**config.mk**
```make
export PLATFORM = sky130hd
export DESIGN_NAME = mdio_top
export DESIGN_NICKNAME = d
export VERILOG_FILES = /design/src/logic/mdio_pkg.sv /design/src/logic/regs_pkg.sv /design/src/logic/mdio_cmd_if.sv /design/src/logic/mdio_top.sv /design/src/logic/mdio_shifter.sv /design/src/logic/mdio_sequencer.sv /design/src/logic/mdc_timer.sv /design/src/logic/mdio_regs.sv
export SDC_FILE = /design/constraint.sdc
export NUM_CORES = 1
export LEC_CHECK = 0
export BUFFER_PORTS_ARGS = -buffer_cell sky130_fd_sc_hd__clkbuf_2
export CAP_MARGIN = 0
export CELL_PAD_IN_SITES_DETAIL_PLACEMENT = 1
export CELL_PAD_IN_SITES_GLOBAL_PLACEMENT = 1
export CORE_MARGIN = 2
export CORE_UTILIZATION = 40
export CTS_BUF_LIST = sky130_fd_sc_hd__clkbuf_4
export CTS_CLUSTER_DIAMETER = 80
export DETAILED_ROUTE_END_ITERATION = 8
export HOLD_SLACK_MARGIN = 0.08
export PLACE_DENSITY_LB_ADDON = 0.08
export SYNTH_ARGS = -nofsm -noshare
export SYNTH_HDL_FRONTEND = slang
export SYNTH_SLANG_ARGS = --single-unit
```
**constraint.sdc**
```tcl
create_clock -name clock -period 2.4 [get_ports clock]
set_input_delay 0.24 -clock clock [delete_from_list [all_inputs] [get_ports clock]]
set_output_delay 0.24 -clock clock [all_outputs]
set_load 0.005 [all_outputs]
```
**src/logic/mdio_pkg.sv**
```systemverilog
// Clause-22 frame layout only; Clause-45 opcodes and addressing are not supported
package mdio_pkg;

    typedef logic [15:0] mdio_data_t;

    typedef enum logic [1:0] {
        MDIO_OP_WRITE = 2'b01,
        MDIO_OP_READ  = 2'b10
    } mdio_op_e;

    // Sent MSB first, start field leads
    typedef struct packed {
        logic [1:0] st;
        mdio_op_e   op;
        logic [4:0] phy_addr;
        logic [4:0] reg_addr;
        logic [1:0] ta;
        mdio_data_t data;
    } mdio_frame_t;

    localparam int PREAMBLE_BITS = 32;
    localparam int FRAME_BITS    = 32;

    // Turnaround and data are driven by the PHY in a read
    localparam int READ_RELEASE_BIT = 14;

    typedef enum logic [1:0] {
        MDIO_IDLE,
        MDIO_PREAMBLE,
        MDIO_FRAME,
        MDIO_FINISH
    } mdio_state_e;

endpackage

```
**src/logic/regs_pkg.sv**
```systemverilog
// Register map of the MDIO block: byte addresses, 32-bit words, no byte enables
package regs_pkg;

    localparam int REG_ADDR_W = 8;
    localparam int REG_DATA_W = 32;

    typedef logic [REG_ADDR_W-1:0] reg_addr_t;
    typedef logic [REG_DATA_W-1:0] reg_data_t;

    typedef enum logic [REG_ADDR_W-1:0] {
        REG_CTRL       = 8'h00,
        REG_INT_ENABLE = 8'h04,
        REG_INT_STATUS = 8'h08,
        REG_MDIO_CMD   = 8'h0C,
        REG_MDIO_RDATA = 8'h10,
        REG_STATUS     = 8'h14
    } reg_addr_e;

    // Same positions in enable and status
    localparam int INT_MDIO_IDLE_BIT = 0;
    localparam int INT_PHY_BIT       = 1;
    localparam int INT_COUNT         = 2;

    // Single-bit fields of REG_CTRL and REG_STATUS
    localparam int CTRL_PHY_RUN_BIT = 0;
    localparam int STATUS_BUSY_BIT  = 0;

endpackage
```
**src/logic/mdio_cmd_if.sv**
```systemverilog
// Command and result bundle; start may only be raised while busy is low
`timescale 1ns/1ps

interface mdio_cmd_if
    import mdio_pkg::*;
();

    logic        start;
    mdio_frame_t frame;

    logic        busy;
    logic        done;
    mdio_data_t  rdata;

    modport regs (
        output start,
        output frame,
        input  busy,
        input  done,
        input  rdata
    );

    modport engine (
        input  start,
        output busy,
        output done,
        output rdata
    );

endinterface

```
**src/logic/mdio_top.sv**
```systemverilog
// MDIO master top; data line split into out, enable and in for an external pad buffer
`timescale 1ns/1ps

module mdio_top
    import regs_pkg::*, mdio_pkg::*;
#(
    parameter int MDC_HALF_CYCLES = 25
) (
    input  logic      clock,
    input  logic      reset,
    input  logic      reg_wr_i,
    input  logic      reg_rd_i,
    input  reg_addr_t reg_addr_i,
    input  reg_data_t reg_wdata_i,
    output reg_data_t reg_rdata_o,
    output logic      reg_rvalid_o,
    output logic      mdc_o,
    output logic      mdio_o,
    output logic      mdio_oe_o,
    input  logic      mdio_i,
    output logic      phy_reset_o,
    input  logic      phy_int_i,
    output logic      irq_o
);

    mdio_cmd_if cmd ();

    logic       run;
    logic       tick;
    logic       load;
    logic       shift;
    logic       sample;
    logic       read_op;
    mdio_data_t rx_data;

    assign cmd.rdata = rx_data;
    assign read_op   = (cmd.frame.op == MDIO_OP_READ);

    mdio_regs regs0 (
        .clock        (clock),
        .reset        (reset),
        .reg_wr_i     (reg_wr_i),
        .reg_rd_i     (reg_rd_i),
        .reg_addr_i   (reg_addr_i),
        .reg_wdata_i  (reg_wdata_i),
        .phy_int_i    (phy_int_i),
        .reg_rdata_o  (reg_rdata_o),
        .reg_rvalid_o (reg_rvalid_o),
        .phy_reset_o  (phy_reset_o),
        .irq_o        (irq_o),
        .cmd          (cmd.regs)
    );

    mdc_timer #(
        .MDC_HALF_CYCLES (MDC_HALF_CYCLES)
    ) timer0 (
        .clock  (clock),
        .reset  (reset),
        .run_i  (run),
        .tick_o (tick)
    );

    mdio_sequencer seq0 (
        .clock     (clock),
        .reset     (reset),
        .tick_i    (tick),
        .read_op_i (read_op),
        .run_o     (run),
        .mdc_o     (mdc_o),
        .mdio_oe_o (mdio_oe_o),
        .load_o    (load),
        .shift_o   (shift),
        .sample_o  (sample),
        .cmd       (cmd.engine)
    );

    mdio_shifter shifter0 (
        .clock     (clock),
        .reset     (reset),
        .load_i    (load),
        .shift_i   (shift),
        .sample_i  (sample),
        .frame_i   (cmd.frame),
        .mdio_i    (mdio_i),
        .tx_bit_o  (mdio_o),
        .rx_data_o (rx_data)
    );

endmodule

```
**src/logic/mdio_shifter.sv**
```systemverilog
// Transmit register idles at all ones, so the line shows preamble ones when unloaded
`timescale 1ns/1ps

module mdio_shifter
    import mdio_pkg::*;
(
    input  logic        clock,
    input  logic        reset,
    input  logic        load_i,
    input  logic        shift_i,
    input  logic        sample_i,
    input  mdio_frame_t frame_i,
    input  logic        mdio_i,
    output logic        tx_bit_o,
    output mdio_data_t  rx_data_o
);

    logic [FRAME_BITS-1:0] tx_q;
    mdio_data_t            rx_q;

    // Ones fill in behind the frame
    always_ff @(posedge clock) begin
        if (reset) begin
            tx_q <= '1;
        end else if (load_i) begin
            tx_q <= frame_i;
        end else if (shift_i) begin
            tx_q <= {tx_q[FRAME_BITS-2:0], 1'b1};
        end
    end

    assign tx_bit_o = tx_q[FRAME_BITS-1];

    // Last sixteen samples of a frame are the data field
    always_ff @(posedge clock) begin
        if (sample_i) begin
            rx_q <= {rx_q[$bits(mdio_data_t)-2:0], mdio_i};
        end
    end

    assign rx_data_o = rx_q;

endmodule

```
**src/logic/mdio_sequencer.sv**
```systemverilog
// Frame FSM: 32 preamble bits then 32 frame bits, MDC rises on every second tick
`timescale 1ns/1ps

module mdio_sequencer
    import mdio_pkg::*;
(
    input  logic       clock,
    input  logic       reset,
    input  logic       tick_i,
    input  logic       read_op_i,
    output logic       run_o,
    output logic       mdc_o,
    output logic       mdio_oe_o,
    output logic       load_o,
    output logic       shift_o,
    output logic       sample_o,
    mdio_cmd_if.engine cmd
);

    localparam logic [5:0] LAST_PREAMBLE = 6'(PREAMBLE_BITS - 1);
    localparam logic [5:0] FIRST_FRAME   = 6'(PREAMBLE_BITS);
    localparam logic [5:0] LAST_FRAME    = 6'(PREAMBLE_BITS + FRAME_BITS - 1);

    mdio_state_e state_q;
    logic [5:0]  bit_cnt_q;
    logic        rise_next_q;
    logic        busy_q;
    logic        done_q;

    assign cmd.busy = busy_q;
    assign cmd.done = done_q;

    always_ff @(posedge clock) begin
        if (reset) begin
            state_q     <= MDIO_IDLE;
            bit_cnt_q   <= '0;
            rise_next_q <= 1'b0;
            busy_q      <= 1'b0;
            done_q      <= 1'b0;
            run_o       <= 1'b0;
            mdc_o       <= 1'b0;
            mdio_oe_o   <= 1'b0;
            load_o      <= 1'b0;
            shift_o     <= 1'b0;
            sample_o    <= 1'b0;
        end else begin
            load_o   <= 1'b0;
            shift_o  <= 1'b0;
            sample_o <= 1'b0;
            done_q   <= 1'b0;
            case (state_q)
                MDIO_IDLE: begin
                    if (cmd.start) begin
                        state_q     <= MDIO_PREAMBLE;
                        bit_cnt_q   <= '0;
                        rise_next_q <= 1'b0;
                        busy_q      <= 1'b1;
                        run_o       <= 1'b1;
                        mdio_oe_o   <= 1'b1;
                    end
                end
                MDIO_PREAMBLE, MDIO_FRAME: begin
                    if (tick_i) begin
                        rise_next_q <= !rise_next_q;
                        if (rise_next_q) begin
                            mdc_o     <= 1'b1;
                            sample_o  <= (state_q == MDIO_FRAME);
                            bit_cnt_q <= bit_cnt_q + 6'd1;
                            if (bit_cnt_q == LAST_PREAMBLE) begin
                                state_q <= MDIO_FRAME;
                            end else if (bit_cnt_q == LAST_FRAME) begin
                                state_q <= MDIO_FINISH;
                            end
                        end else begin
                            mdc_o <= 1'b0;
                            // Falling edge, so the next bit goes out
                            if (state_q == MDIO_FRAME) begin
                                load_o  <= (bit_cnt_q == FIRST_FRAME);
                                shift_o <= (bit_cnt_q != FIRST_FRAME);
                                if (read_op_i && bit_cnt_q[4:0] == 5'(READ_RELEASE_BIT)) begin
                                    mdio_oe_o <= 1'b0;
                                end
                            end
                        end
                    end
                end
                MDIO_FINISH: begin
                    // Closing half period, last shift empties the transmitter
                    if (tick_i) begin
                        state_q   <= MDIO_IDLE;
                        mdc_o     <= 1'b0;
                        shift_o   <= 1'b1;
                        mdio_oe_o <= 1'b0;
                        busy_q    <= 1'b0;
                        run_o     <= 1'b0;
                        done_q    <= 1'b1;
                    end
                end
                default: state_q <= MDIO_IDLE;
            endcase
        end
    end

    assert property (@(posedge clock) disable iff (reset) !busy_q |-> !mdio_oe_o);

endmodule

```
**src/logic/mdc_timer.sv**
```systemverilog
// Half-period pacer for MDC; needs MDC_HALF_CYCLES of 2 or more
`timescale 1ns/1ps

module mdc_timer #(
    parameter int MDC_HALF_CYCLES = 25
) (
    input  logic clock,
    input  logic reset,
    input  logic run_i,
    output logic tick_o
);

    localparam int               CNT_W  = $clog2(MDC_HALF_CYCLES);
    localparam logic [CNT_W-1:0] RELOAD = CNT_W'(MDC_HALF_CYCLES - 1);

    logic [CNT_W-1:0] cnt_q;

    always_ff @(posedge clock) begin
        if (reset || !run_i) begin
            cnt_q  <= RELOAD;
            tick_o <= 1'b0;
        end else if (cnt_q == '0) begin
            cnt_q  <= RELOAD;
            tick_o <= 1'b1;
        end else begin
            cnt_q  <= cnt_q - CNT_W'(1);
            tick_o <= 1'b0;
        end
    end

    // Tick is registered, so it must not outlive run
    assert property (@(posedge clock) disable iff (reset) tick_o |-> run_i);

endmodule

```
**src/logic/mdio_regs.sv**
```systemverilog
// Register block with single-cycle strobes; command writes while busy are dropped
`timescale 1ns/1ps

module mdio_regs
    import regs_pkg::*, mdio_pkg::*;
(
    input  logic      clock,
    input  logic      reset,
    input  logic      reg_wr_i,
    input  logic      reg_rd_i,
    input  reg_addr_t reg_addr_i,
    input  reg_data_t reg_wdata_i,
    input  logic      phy_int_i,
    output reg_data_t reg_rdata_o,
    output logic      reg_rvalid_o,
    output logic      phy_reset_o,
    output logic      irq_o,
    mdio_cmd_if.regs  cmd
);

    reg_addr_e            addr;
    logic                 ctrl_q;
    logic [INT_COUNT-1:0] int_enable_q;
    logic [INT_COUNT-1:0] int_status;
    reg_data_t            cmd_q;
    mdio_data_t           rdata_q;
    logic [2:0]           phy_int_sync_q;
    reg_data_t            rd_mux;

    assign addr = reg_addr_e'(reg_addr_i);

    // Engine accepts a new frame only when idle
    assign cmd.start = reg_wr_i && (addr == REG_MDIO_CMD) && !cmd.busy;
    assign cmd.frame = mdio_frame_t'(cmd_q);

    always_ff @(posedge clock) begin
        if (reset) begin
            ctrl_q       <= 1'b0;
            int_enable_q <= '0;
            cmd_q        <= '0;
            rdata_q      <= '0;
        end else begin
            if (reg_wr_i && addr == REG_CTRL) begin
                ctrl_q <= reg_wdata_i[CTRL_PHY_RUN_BIT];
            end
            if (reg_wr_i && addr == REG_INT_ENABLE) begin
                int_enable_q <= reg_wdata_i[INT_COUNT-1:0];
            end
            if (cmd.start) begin
                cmd_q <= reg_wdata_i;
            end
            // Keep write frames from clobbering the last read result
            if (cmd.done && cmd.frame.op == MDIO_OP_READ) begin
                rdata_q <= cmd.rdata;
            end
        end
    end

    // Three-stage synchronizer for the PHY interrupt pin
    always_ff @(posedge clock) begin
        if (reset) begin
            phy_int_sync_q <= '0;
        end else begin
            phy_int_sync_q <= {phy_int_sync_q[1:0], phy_int_i};
        end
    end

    assign int_status[INT_MDIO_IDLE_BIT] = !cmd.busy;
    assign int_status[INT_PHY_BIT]       = phy_int_sync_q[2];

    assign irq_o       = |(int_enable_q & int_status);
    assign phy_reset_o = !ctrl_q;

    always_comb begin
        rd_mux = '0;
        case (addr)
            REG_CTRL:       rd_mux[CTRL_PHY_RUN_BIT] = ctrl_q;
            REG_INT_ENABLE: rd_mux[INT_COUNT-1:0] = int_enable_q;
            REG_INT_STATUS: rd_mux[INT_COUNT-1:0] = int_status;
            REG_MDIO_CMD:   rd_mux = cmd_q;
            REG_MDIO_RDATA: rd_mux = reg_data_t'(rdata_q);
            REG_STATUS:     rd_mux[STATUS_BUSY_BIT] = cmd.busy;
            default:        rd_mux = '0;
        endcase
    end

    always_ff @(posedge clock) begin
        if (reset) begin
            reg_rvalid_o <= 1'b0;
        end else begin
            reg_rvalid_o <= reg_rd_i;
        end
    end

    always_ff @(posedge clock) begin
        if (reg_rd_i) begin
            reg_rdata_o <= rd_mux;
        end
    end

    // An accepted command must show up as busy on the next cycle
    assert property (@(posedge clock) disable iff (reset)
        cmd.start |-> !cmd.busy ##1 cmd.busy);

endmodule

```
==> key figures, run 1 <==
Global routing
  • Gr usage total: 19.5%
  • Number of global-route vias before repair: 5167
  • Global-route wire length before repair: 26700 microns
  • Largest net degree at the start of global routing: 46
  • Grt total ovfl: 0
  • Antenna violations before repair: 1

Drt
  • DRT antenna net count: 0
  • Met3 wire length: ~550 microns
  • Via count: between 4000 and 5000
  • DRC viols: 0
  • M1 wire length: approximately 7800 microns
  • DR pass1 iterations: 5
  • Max Used Layer: met4
  • Routed wire length: 16300 microns
  • WL met2: 7680 microns
  • Vias per cell: 5.11
  • Iter 0 DRT Violations: 204
  • Wire per inst: between 15 and 20 microns

STA
  • Fmax: 454 MHz
  • Fin. Hold Viols: 0
  • Tightest Pin Transition: roughly 910 ps
  • Fin crit period: 2200 ps
  • Fin worst setup slack: roughly 200 ps
  • Final Cycle Share: between 90% and 100%
  • Max-slew violations: 0
  • Final Skew: a little over 20 ps
  • Total negative slack: 0 ps
  • Final Setup Violations: 0
  • RSZ-0062 raised after global routing: no
  • Hold_ws: 147 ps
  • Slew headroom: 39.5%

Finish
  • Final non-filler cell total: 966
  • Area Growth Syn to Fin: 19.7%
  • Final core utilization: 48.9%
  • Fraction of layout cells with a size suffix above 1: around 22%
  • Final-stage net count: 793
  • Final Instance Area: 7770 sq um

Clock tree
  • Clock slew at reported path FFs: 140 ps
  • Setup bufs post-CTS: 0
  • Post_cts resized: 0
  • Longest Clk Path Bufs: 2
  • Hold_buf cts: 35
  • Clk root buf: clkbuf_4
  • Clock tree from TritonCTS: built
  • TritonCTS buffer count: 17
  • H-tree Lvls: 4
  • Clk_lat worst skew: approximately 550 ps
  • CTS Sinks: 157

Synth
  • Synthesized area: around 6500 sq um
  • Sequential area share after synthesis: about 56%
  • Syn_area_per_cell: a little over 10 sq um
  • Share of Yosys cell area claimed by the top area cell type: 33.6%
  • Cell taking the most area after synthesis: dfxtp_1
  • Synth Flop Type: dfxtp_1
  • Yosys warnings: 0
  • Synth unique cells: 52
  • Syn nets: 685
  • EDFF count, synth: 48
  • Async SR Flop Fraction: 0%
  • Top post-synthesis cells by area: dfxtp_1 34%, edfxtp_1 22%, nand2_1 8.2%
  • Synth Instances: 628
  • Seq cells post-synth: 157

Floorplan
  • Die width: 131 microns
  • IO Pins: between 80 and 90
  • Floorplan row count: 46
  • Total Die Area: 17300 sq um
  • Initial Util: 40.8%
  • Core area: 15900 sq um
  • Die Ht: 131 microns

Hold path
  • Hold Crit Class: input port to flop

Power
  • P_int: 3.53 mW
  • Leak: roughly 2.8 nW
  • Total Power: 4.72 mW
  • Switching share of power: between 20% and 30%
  • Sequential share of power: 58.5%
  • PD cells: 608 nW/um^2
  • VDD IR-drop max: 264 uV
  • Comb pwr share: 6.5%
  • Switching power: 1.19 mW
  • Clk pwr share: between 30% and 40%

Flow run
  • Maxcap violations: 0

Critical path
  • CP peak stage delay: ~530 ps
  • Critical path arrival: roughly 2700 ps
  • Crit path max-delay family: simple AND/OR/NAND/NOR gates
  • Critical path class: flop to flop
  • Critical path's slowest cell: ha_1
  • Crit-path cells: inv_1 -> ha_1 -> nand2b_1 -> o21ai_1 -> or4_1 -> a31oi_1
  • Crit path capture type: flop
  • Critical path buffer and inverter count: 1
  • CP Max Fanout: 19
  • Worst EP required: 2890 ps
  • Startpoint Class: flop

Outcome
  • Status: completed

Placement
  • # port buffers: between 80 and 90
  • Inst Count DP: ~900
  • Hpwl dp: ~11000 microns
  • Placed inst area: approximately 7100 sq um
  • GP Congestion: approximately 0.83
  • Place WS: ~260 ps
## final timing paths
check / startpoint / to / slack, ps / cells after the start
worst min-delay path: reset / seq0.run_o / 150 / 4
worst max register to register: seq0.state_q[0] / seq0.bit_cnt_q[0] / 200 / 6
worst min register to register: shifter0.rx_data_o[7] / shifter0.rx_data_o[8] / 450 / 0
worst max-delay path: seq0.state_q[0] / seq0.bit_cnt_q[0] / 200 / 6
## layout by cell type (no fill, tap or decap), drive strengths merged, types with 3 or more instances in the layout
cell type,synthesis,layout
nand3,13,13
nor2b,9,9
o21ai,13,13
a31oi,9,9
buf,17,12
dlygate4sd3,0,35
dfxtp,109,109
clkinv,0,6
edfxtp,48,48
and3,18,18
inv,14,20
ha,11,11
nand2,141,141
o31ai,3,3
a22o,14,14
mux2,31,31
nor3,5,5
or4,4,4
nor2,16,16
a21oi,55,55
nand3b,4,4
mux2i,34,34
clkbuf,24,101
nor3b,5,5
nor4,4,4
nand4,3,3
## metal layers
metal	vias up	GRT usage [%]
met5	-	0
met4	0	7.07
met3	16	4.09
met2	97	31.8
met1	2406	25.7
li1	2419	-
## power by group through the flow
| stage | sequential [mW] | clock [mW] | combinational, mW |
|---|---|---|---|
| global route | 2.77 | 1.82 | 0.331 |
| finish | 2.76 | 1.65 | 0.305 |
| floorplan | 2.82 | 0 | 0.132 |
| detailed placement | 2.82 | 0 | 0.257 |
| global placement | 2.82 | 0 | 0.249 |
| CTS | 2.76 | 1.72 | 0.303 |
## final cells by class
| cell class | instances | area (sq um) |
|---|---|---|
| Fill cell | 1808 | 8120 |
| Sequential cell | 157 | 3620 |
| Multi-Input combinational cell | 416 | 2630 |
| Timing Repair Buffer | 130 | 893 |
| Tap cell | 216 | 270 |
| Clock inverter | 14 | 159 |
| Clock buffer | 18 | 135 |
| Inverter | 14 | 52.6 |
| Antenna cell | 1 | 2.50 |
## flip-flops by register name, summed over array words and instances, names as in the netlist, 2 cells and up
| signal | cells |
|---|---|
| regs0.cmd.frame | 32 |
| regs0.int_enable_q | 2 |
| regs0.phy_int_sync_q | 3 |
| regs0.rdata_q | 16 |
| regs0.reg_rdata_o | 32 |
| seq0.bit_cnt_q | 6 |
| seq0.state_q | 2 |
| shifter0.rx_data_o | 16 |
| shifter0.tx_q | 32 |
| timer0.cnt_q | 5 |
## kinds of logic after synthesis
group,count (synthesis),synth area share (%)
flip-flops,157,55.9
XOR/XNOR,3,0.405
AND/OR/NAND/NOR,233,17.3
adder cells (fa/ha/maj),11,2.12
multiplexers,66,11.0
buffers and inverters,55,3.61
AO/OA/AOI/OAI,103,9.72
## synth_stat cells, types with 9 or more instances
cell type  count
nand2_1      141
dfxtp_1      109
a21oi_1       55
edfxtp_1      48
mux2i_1       34
mux2_2        31
clkbuf_1      24
and3_1        18
nor2_1        16
a22o_1        14
inv_1         14
nand3_1       13
o21ai_0       12
ha_1          11
a31oi_1        9
nor2b_1        9
## worst min-delay path: cells and delay by family
family                 cells  cell delay, ps
buffers and inverters      2             250
AOI/OAI and AO/OA          2             170
No activity file was read; power rests on OpenSTA's default activity.
==> run 2: changes to the inputs <==
--- a/config.mk
+++ b/config.mk
@@ -16,6 +16,7 @@
 export DETAILED_ROUTE_END_ITERATION = 8
 export HOLD_SLACK_MARGIN = 0.08
 export PLACE_DENSITY_LB_ADDON = 0.08
+export RECOVER_POWER = 50
 export SYNTH_ARGS = -nofsm -noshare
 export SYNTH_HDL_FRONTEND = slang
 export SYNTH_SLANG_ARGS = --single-unit
==> constraint.sdc (replaced) <==
create_clock -name clock -period 2.4 [get_ports clock]
set_input_delay 0.36 -clock clock [delete_from_list [all_inputs] [get_ports clock]]
set_output_delay 0.36 -clock clock [all_outputs]
set_load 0.005 [all_outputs]
==> key figures, run 2 (synthesized netlist as in run 1, its figures left out) <==
Critical path
  • Crit path capture type: flop
  • Critical path arrival: between 2000 and 3000 ps
  • CP startpoint: reg_addr_i[4]
  • CP Max Fanout: 17
  • FF-to-FF End: seq0.bit_cnt_q[0]
  • Worst R2R Start: seq0.state_q[1]
  • R2r setup slk: 300 ps
  • Startpoint Class: input port
  • R2r worst-path depth: 6
  • Worst EP required: 2790 ps
  • Critical path class: input port to flop
  • Crit path to: regs0.cmd.frame[23]

Finish
  • FILL cells: 1810
  • Fraction of layout cells with a size suffix above 1: a little over a fifth
  • Area Growth Syn to Fin: 19.3%
  • Multi-input gate area: roughly 2600 sq um
  • Final non-filler cell total: 973
  • Commonest non-fill, non-tap cell in the layout: nand2_1
  • Final-stage net count: 800
  • Commonest non-fill, non-tap cells in the layout: 141 x nand2_1, 108 x dfxtp_1, 76 x clkbuf_2, 55 x a21oi_1, 48 x edfxtp_1
  • Seq. cell area: 3620 sq um

STA
  • Total negative slack: 0 ps
  • Final Cycle Share: 87.7%
  • Fin worst setup slack: around 290 ps
  • Fin. Hold Viols: 0
  • Fmax: 475 MHz
  • Tightest Pin Transition: between 1500 and 2000 ps
  • Fin crit period: 2110 ps
  • Max-slew violations: 34
  • Final Setup Violations: 0
  • RSZ-0062 raised after global routing: no
  • Final Skew: 14.4 ps
  • Slew headroom: -27.6%

Global routing
  • Grt total ovfl: 0
  • Gr usage total: between 10% and 20%
  • Largest net degree at the start of global routing: 41
  • Antenna violations before repair: 1
  • Global-route wire length before repair: 27000 microns
  • Number of global-route vias before repair: between 5000 and 6000

Power
  • Clk pwr share: about a third
  • Comb pwr share: roughly 6.8%
  • Sequential share of power: 59.2%
  • Switching power: around 1.1 mW
  • P_int: 3.53 mW
  • Switching share of power: 24.4%
  • PD cells: 603 nW/um^2
  • Total Power: around 4.7 mW
  • VDD IR-drop max: 364 uV
  • Leak: ~2.8 nW

Flow run
  • Maxcap violations: 1

Clock tree
  • Post_cts resized: 0
  • Setup bufs post-CTS: 0
  • Clk root buf: clkbuf_4
  • Longest Clk Path Bufs: 2
  • CTS Sinks: between 150 and 200
  • Clock tree from TritonCTS: built
  • TritonCTS buffer count: 17
  • H-tree Lvls: 4
  • Clk_lat worst skew: 550 ps
  • Hold_buf cts: 37
  • Clock slew at reported path FFs: 130 ps

Floorplan
  • Die width: roughly 130 microns
  • Initial Util: 40.8%
  • Floorplan row count: 46
  • Total Die Area: 17300 sq um
  • Core area: 15900 sq um
  • IO Pins: 84
  • Die Ht: around 130 microns

Drt
  • DRC viols: 0
  • Via count: approximately 5000
  • Vias per cell: 5.12
  • Max Used Layer: met4
  • Iter 0 DRT Violations: 199
  • WL met2: 7880 microns
  • Routed wire length: around 16000 microns
  • Wire per inst: 16.9 microns
  • DRT antenna net count: 0
  • M1 wire length: 7590 microns
  • Met3 wire length: just under 600 microns
  • DR pass1 iterations: 4

Placement
  • GP Congestion: 0.822
  • Hpwl dp: 11300 microns
  • Inst Count DP: 903
  • Place WS: 306 ps
  • # port buffers: 83

Outcome
  • Failing checks: capacitance limit, slew limit
  • Status: finished, violations left

Hold path
  • Hold Crit Class: input port to flop
==> run 2: cell count changes in the layout (fill, tap and decap cells not counted), moves of 3 or more <==
cell,previous run,this run
buf_4,9,13
clkbuf_1,0,10
clkbuf_2,83,76
clkinv_4,4,1
clkinvlp_4,0,3
nor4_1,1,4
==> run 2: worst min path at each step <==
stage | from | endpoint | slack (ps) | depth (start not counted)
final | reg_addr_i[5] | regs0.reg_rdata_o[0] | 270 | 3
after global routing | reg_addr_i[5] | regs0.reg_rdata_o[0] | 230 | 3
after floorplan | timer0.cnt_q[0] | timer0.cnt_q[0] | 410 | 1
after global placement | regs0.phy_int_sync_q[0] | regs0.phy_int_sync_q[1] | 420 | 1
after detailed placement | shifter0.rx_data_o[11] | shifter0.rx_data_o[12] | 440 | 0
after CTS | reg_addr_i[4] | regs0.reg_rdata_o[1] | 210 | 2
==> run 2: area by class of cell <==
cell class	instances	area share, %
antenna	1	0.0323
clock buffer	19	1.84
clock inverter	13	1.83
inverter	14	0.679
multi-input combinational	416	33.6
sequential	157	46.8
tap	216	3.49
timing repair buffer	137	11.7
==> run 2: routing by layer <==
layer | GRT usage [%] | vias up
met2 | 33.0 | 114
met5 | 0 | -
met1 | 24.9 | 2407
met3 | 3.74 | 26
met4 | 8.33 | 0
li1 | - | 2430
==> run 2: worst max-delay path, stage by stage <==
cell and delay, ps:
clkbuf_1 190, nor4_1 690, clkbuf_1 610, nand3_1 220, buf_4 260, nand2_1 90
a21oi_1 70
==> run 2: power by group through the flow <==
stage,Sequential (mW),Clock (mW),Combinational [mW]
CTS,2.76,1.66,0.321
floorplan,2.82,0,0.132
global placement,2.82,0,0.266
detailed placement,2.82,0,0.272
global route,2.77,1.76,0.344
finish,2.76,1.59,0.317
==> run 2: through the flow <==
stage | util, % | hold slack (ps) | area [sq um]
4_1_cts | 49.0 | 207 | 7790
3_3_place_gp | 44.9 | 425 | 7130
2_1_floorplan | - | 413 | 6490
5_1_grt | 48.7 | 233 | 7740
3_5_place_dp | 44.9 | 441 | 7130
6_report | 48.7 | 265 | 7740
==> run 3: changes to the inputs <==
--- a/config.mk
+++ b/config.mk
@@ -10,7 +10,7 @@
 export CELL_PAD_IN_SITES_DETAIL_PLACEMENT = 1
 export CELL_PAD_IN_SITES_GLOBAL_PLACEMENT = 1
 export CORE_MARGIN = 2
-export CORE_UTILIZATION = 40
+export CORE_UTILIZATION = 25
 export CTS_BUF_LIST = sky130_fd_sc_hd__clkbuf_4
 export CTS_CLUSTER_DIAMETER = 80
 export DETAILED_ROUTE_END_ITERATION = 8
==> key figures, run 3 (synthesized netlist as in run 1, its figures left out) <==
Global routing
  • Number of global-route vias before repair: 5128
  • Largest net degree at the start of global routing: 44
  • Antenna violations before repair: 1
  • Grt total ovfl: 0
  • Global-route wire length before repair: 27800 microns
  • Gr usage total: between 10% and 20%

STA
  • Tightest Pin Transition: 2030 ps
  • Fin. Hold Viols: 0
  • Total negative slack: 0 ps
  • Max-slew violations: 34
  • Fin crit period: 2040 ps
  • Final Skew: 22.6 ps
  • Final Cycle Share: 84.9%
  • Final Setup Violations: 0
  • Slew headroom: -35.1%
  • RSZ-0062 raised after global routing: no
  • Fmax: 491 MHz

Critical path
  • Worst EP required: 2860 ps
  • Critical path buffer and inverter count: 1
  • Crit-path cells: inv_1 -> ha_1 -> nand2b_1 -> o21ai_1 -> or4_1 -> a31oi_1
  • Critical path class: flop to flop
  • Crit path capture type: flop
  • CP Max Fanout: 8
  • Startpoint Class: flop
  • Crit path max-delay family: simple AND/OR/NAND/NOR gates
  • CP peak stage delay: 520 ps
  • Critical path's slowest cell: or4_1
  • Critical path arrival: 2490 ps

Outcome
  • Failing checks: capacitance limit, slew limit
  • Status: finished, violations left

Clock tree
  • Clock tree from TritonCTS: built
  • Setup bufs post-CTS: 0
  • Clk root buf: clkbuf_4
  • H-tree Lvls: 4
  • CTS Sinks: 157
  • Longest Clk Path Bufs: 2
  • Clk_lat worst skew: 540 ps
  • Hold_buf cts: 34
  • TritonCTS buffer count: 17
  • Post_cts resized: 0
  • Clock slew at reported path FFs: ~150 ps

Placement
  • # port buffers: just over 80
  • Hpwl dp: 12400 microns
  • Inst Count DP: 1015
  • GP Congestion: 0.756

Floorplan
  • Die width: 165 microns
  • IO Pins: between 80 and 90
  • Total Die Area: 27300 sq um
  • Initial Util: 25.6%
  • Core area: 25300 sq um
  • Die Ht: roughly 170 microns
  • Floorplan row count: 58

Finish
  • Fraction of layout cells with a size suffix above 1: 21.3%
  • Area Growth Syn to Fin: 21.0%
  • Final-stage net count: 795
  • Commonest non-fill, non-tap cells in the layout: 141 x nand2_1, 109 x dfxtp_1, 80 x clkbuf_2, 55 x a21oi_1, 48 x edfxtp_1
  • Commonest non-fill, non-tap cell in the layout: nand2_1
  • Final non-filler cell total: 1082

Power
  • Leak: 2.74 nW
  • VDD IR-drop max: 306 uV
  • PD cells: 598 nW/um^2

Drt
  • DR pass1 iterations: 4
  • DRC viols: 0
  • Wire per inst: 16.1 microns
  • Via count: ~5000
  • Vias per cell: between 4 and 5
  • Routed wire length: 17500 microns
  • DRT antenna net count: 0
  • Iter 0 DRT Violations: 168

Hold path
  • Hold Crit Class: input port to flop

Flow run
  • Maxcap violations: 1
run 3: cell types whose count changed in the layout (fill, tap and decap cells not counted), moves of 2 or more:
cell	delta
inv_6	+3
clkbuf_4	-2
buf_4	-3
clkbuf_2	+4
clkbuf_1	-4
dlygate4sd3_1	-3
run 3: path summary, 6_finish.rpt:
path                                start                 endpoint  slack (ps)  cells after the start
setup / recovery          seq0.state_q[0]        seq0.bit_cnt_q[0]         360                      6
hold / removal                      reset        seq0.bit_cnt_q[3]         180                      2
setup reg to reg          seq0.state_q[0]        seq0.bit_cnt_q[0]         360                      6
hold reg to reg   regs0.phy_int_sync_q[0]  regs0.phy_int_sync_q[1]         460                      1
run 3: metal layers:
layer  vias up  track usage (%)  wire length, microns
met5         -                0                     0
met4         0             3.36                   240
met3        13             3.00                   803
met2        84             22.1                  8100
met1      2381             17.7                  8320
li1       2417                -                     -
run 3: layout make-up:
type	instances	area [sq um]
sequential	157	3620
multi-input combinational	416	2600
clock inverter	15	156
antenna	1	2.50
tap	330	413
timing repair buffer	132	878
clock buffer	17	128
fill	2880	17500
inverter	14	52.6
run 3: through the flow:
step / power (mW) / setup WS (ps) / hold slack, ps / util, % / area [sq um]
6_report: 4.70 / 363 / 179 / 31.0 / 7850
5_1_grt: 4.92 / 230 / 139 / 31.0 / 7850
4_1_cts: 4.80 / 353 / 116 / 31.2 / 7900
3_5_place_dp: 3.09 / 353 / 426 / 28.7 / 7270
3_3_place_gp: 3.09 / 383 / 425 / 28.7 / 7270
2_1_floorplan: 2.95 / 564 / 413 / - / 6490
run 3: report_power, final:
group | switching (mW) | leakage, nW | internal [mW] | total (mW)
Sequential | 0.0111 | 1.35 | 2.75 | 2.76
Combinational | 0.182 | 1.24 | 0.124 | 0.306
Clock | 1.08 | 0.148 | 0.554 | 1.63
Total | 1.27 | 2.74 | 3.43 | 4.70
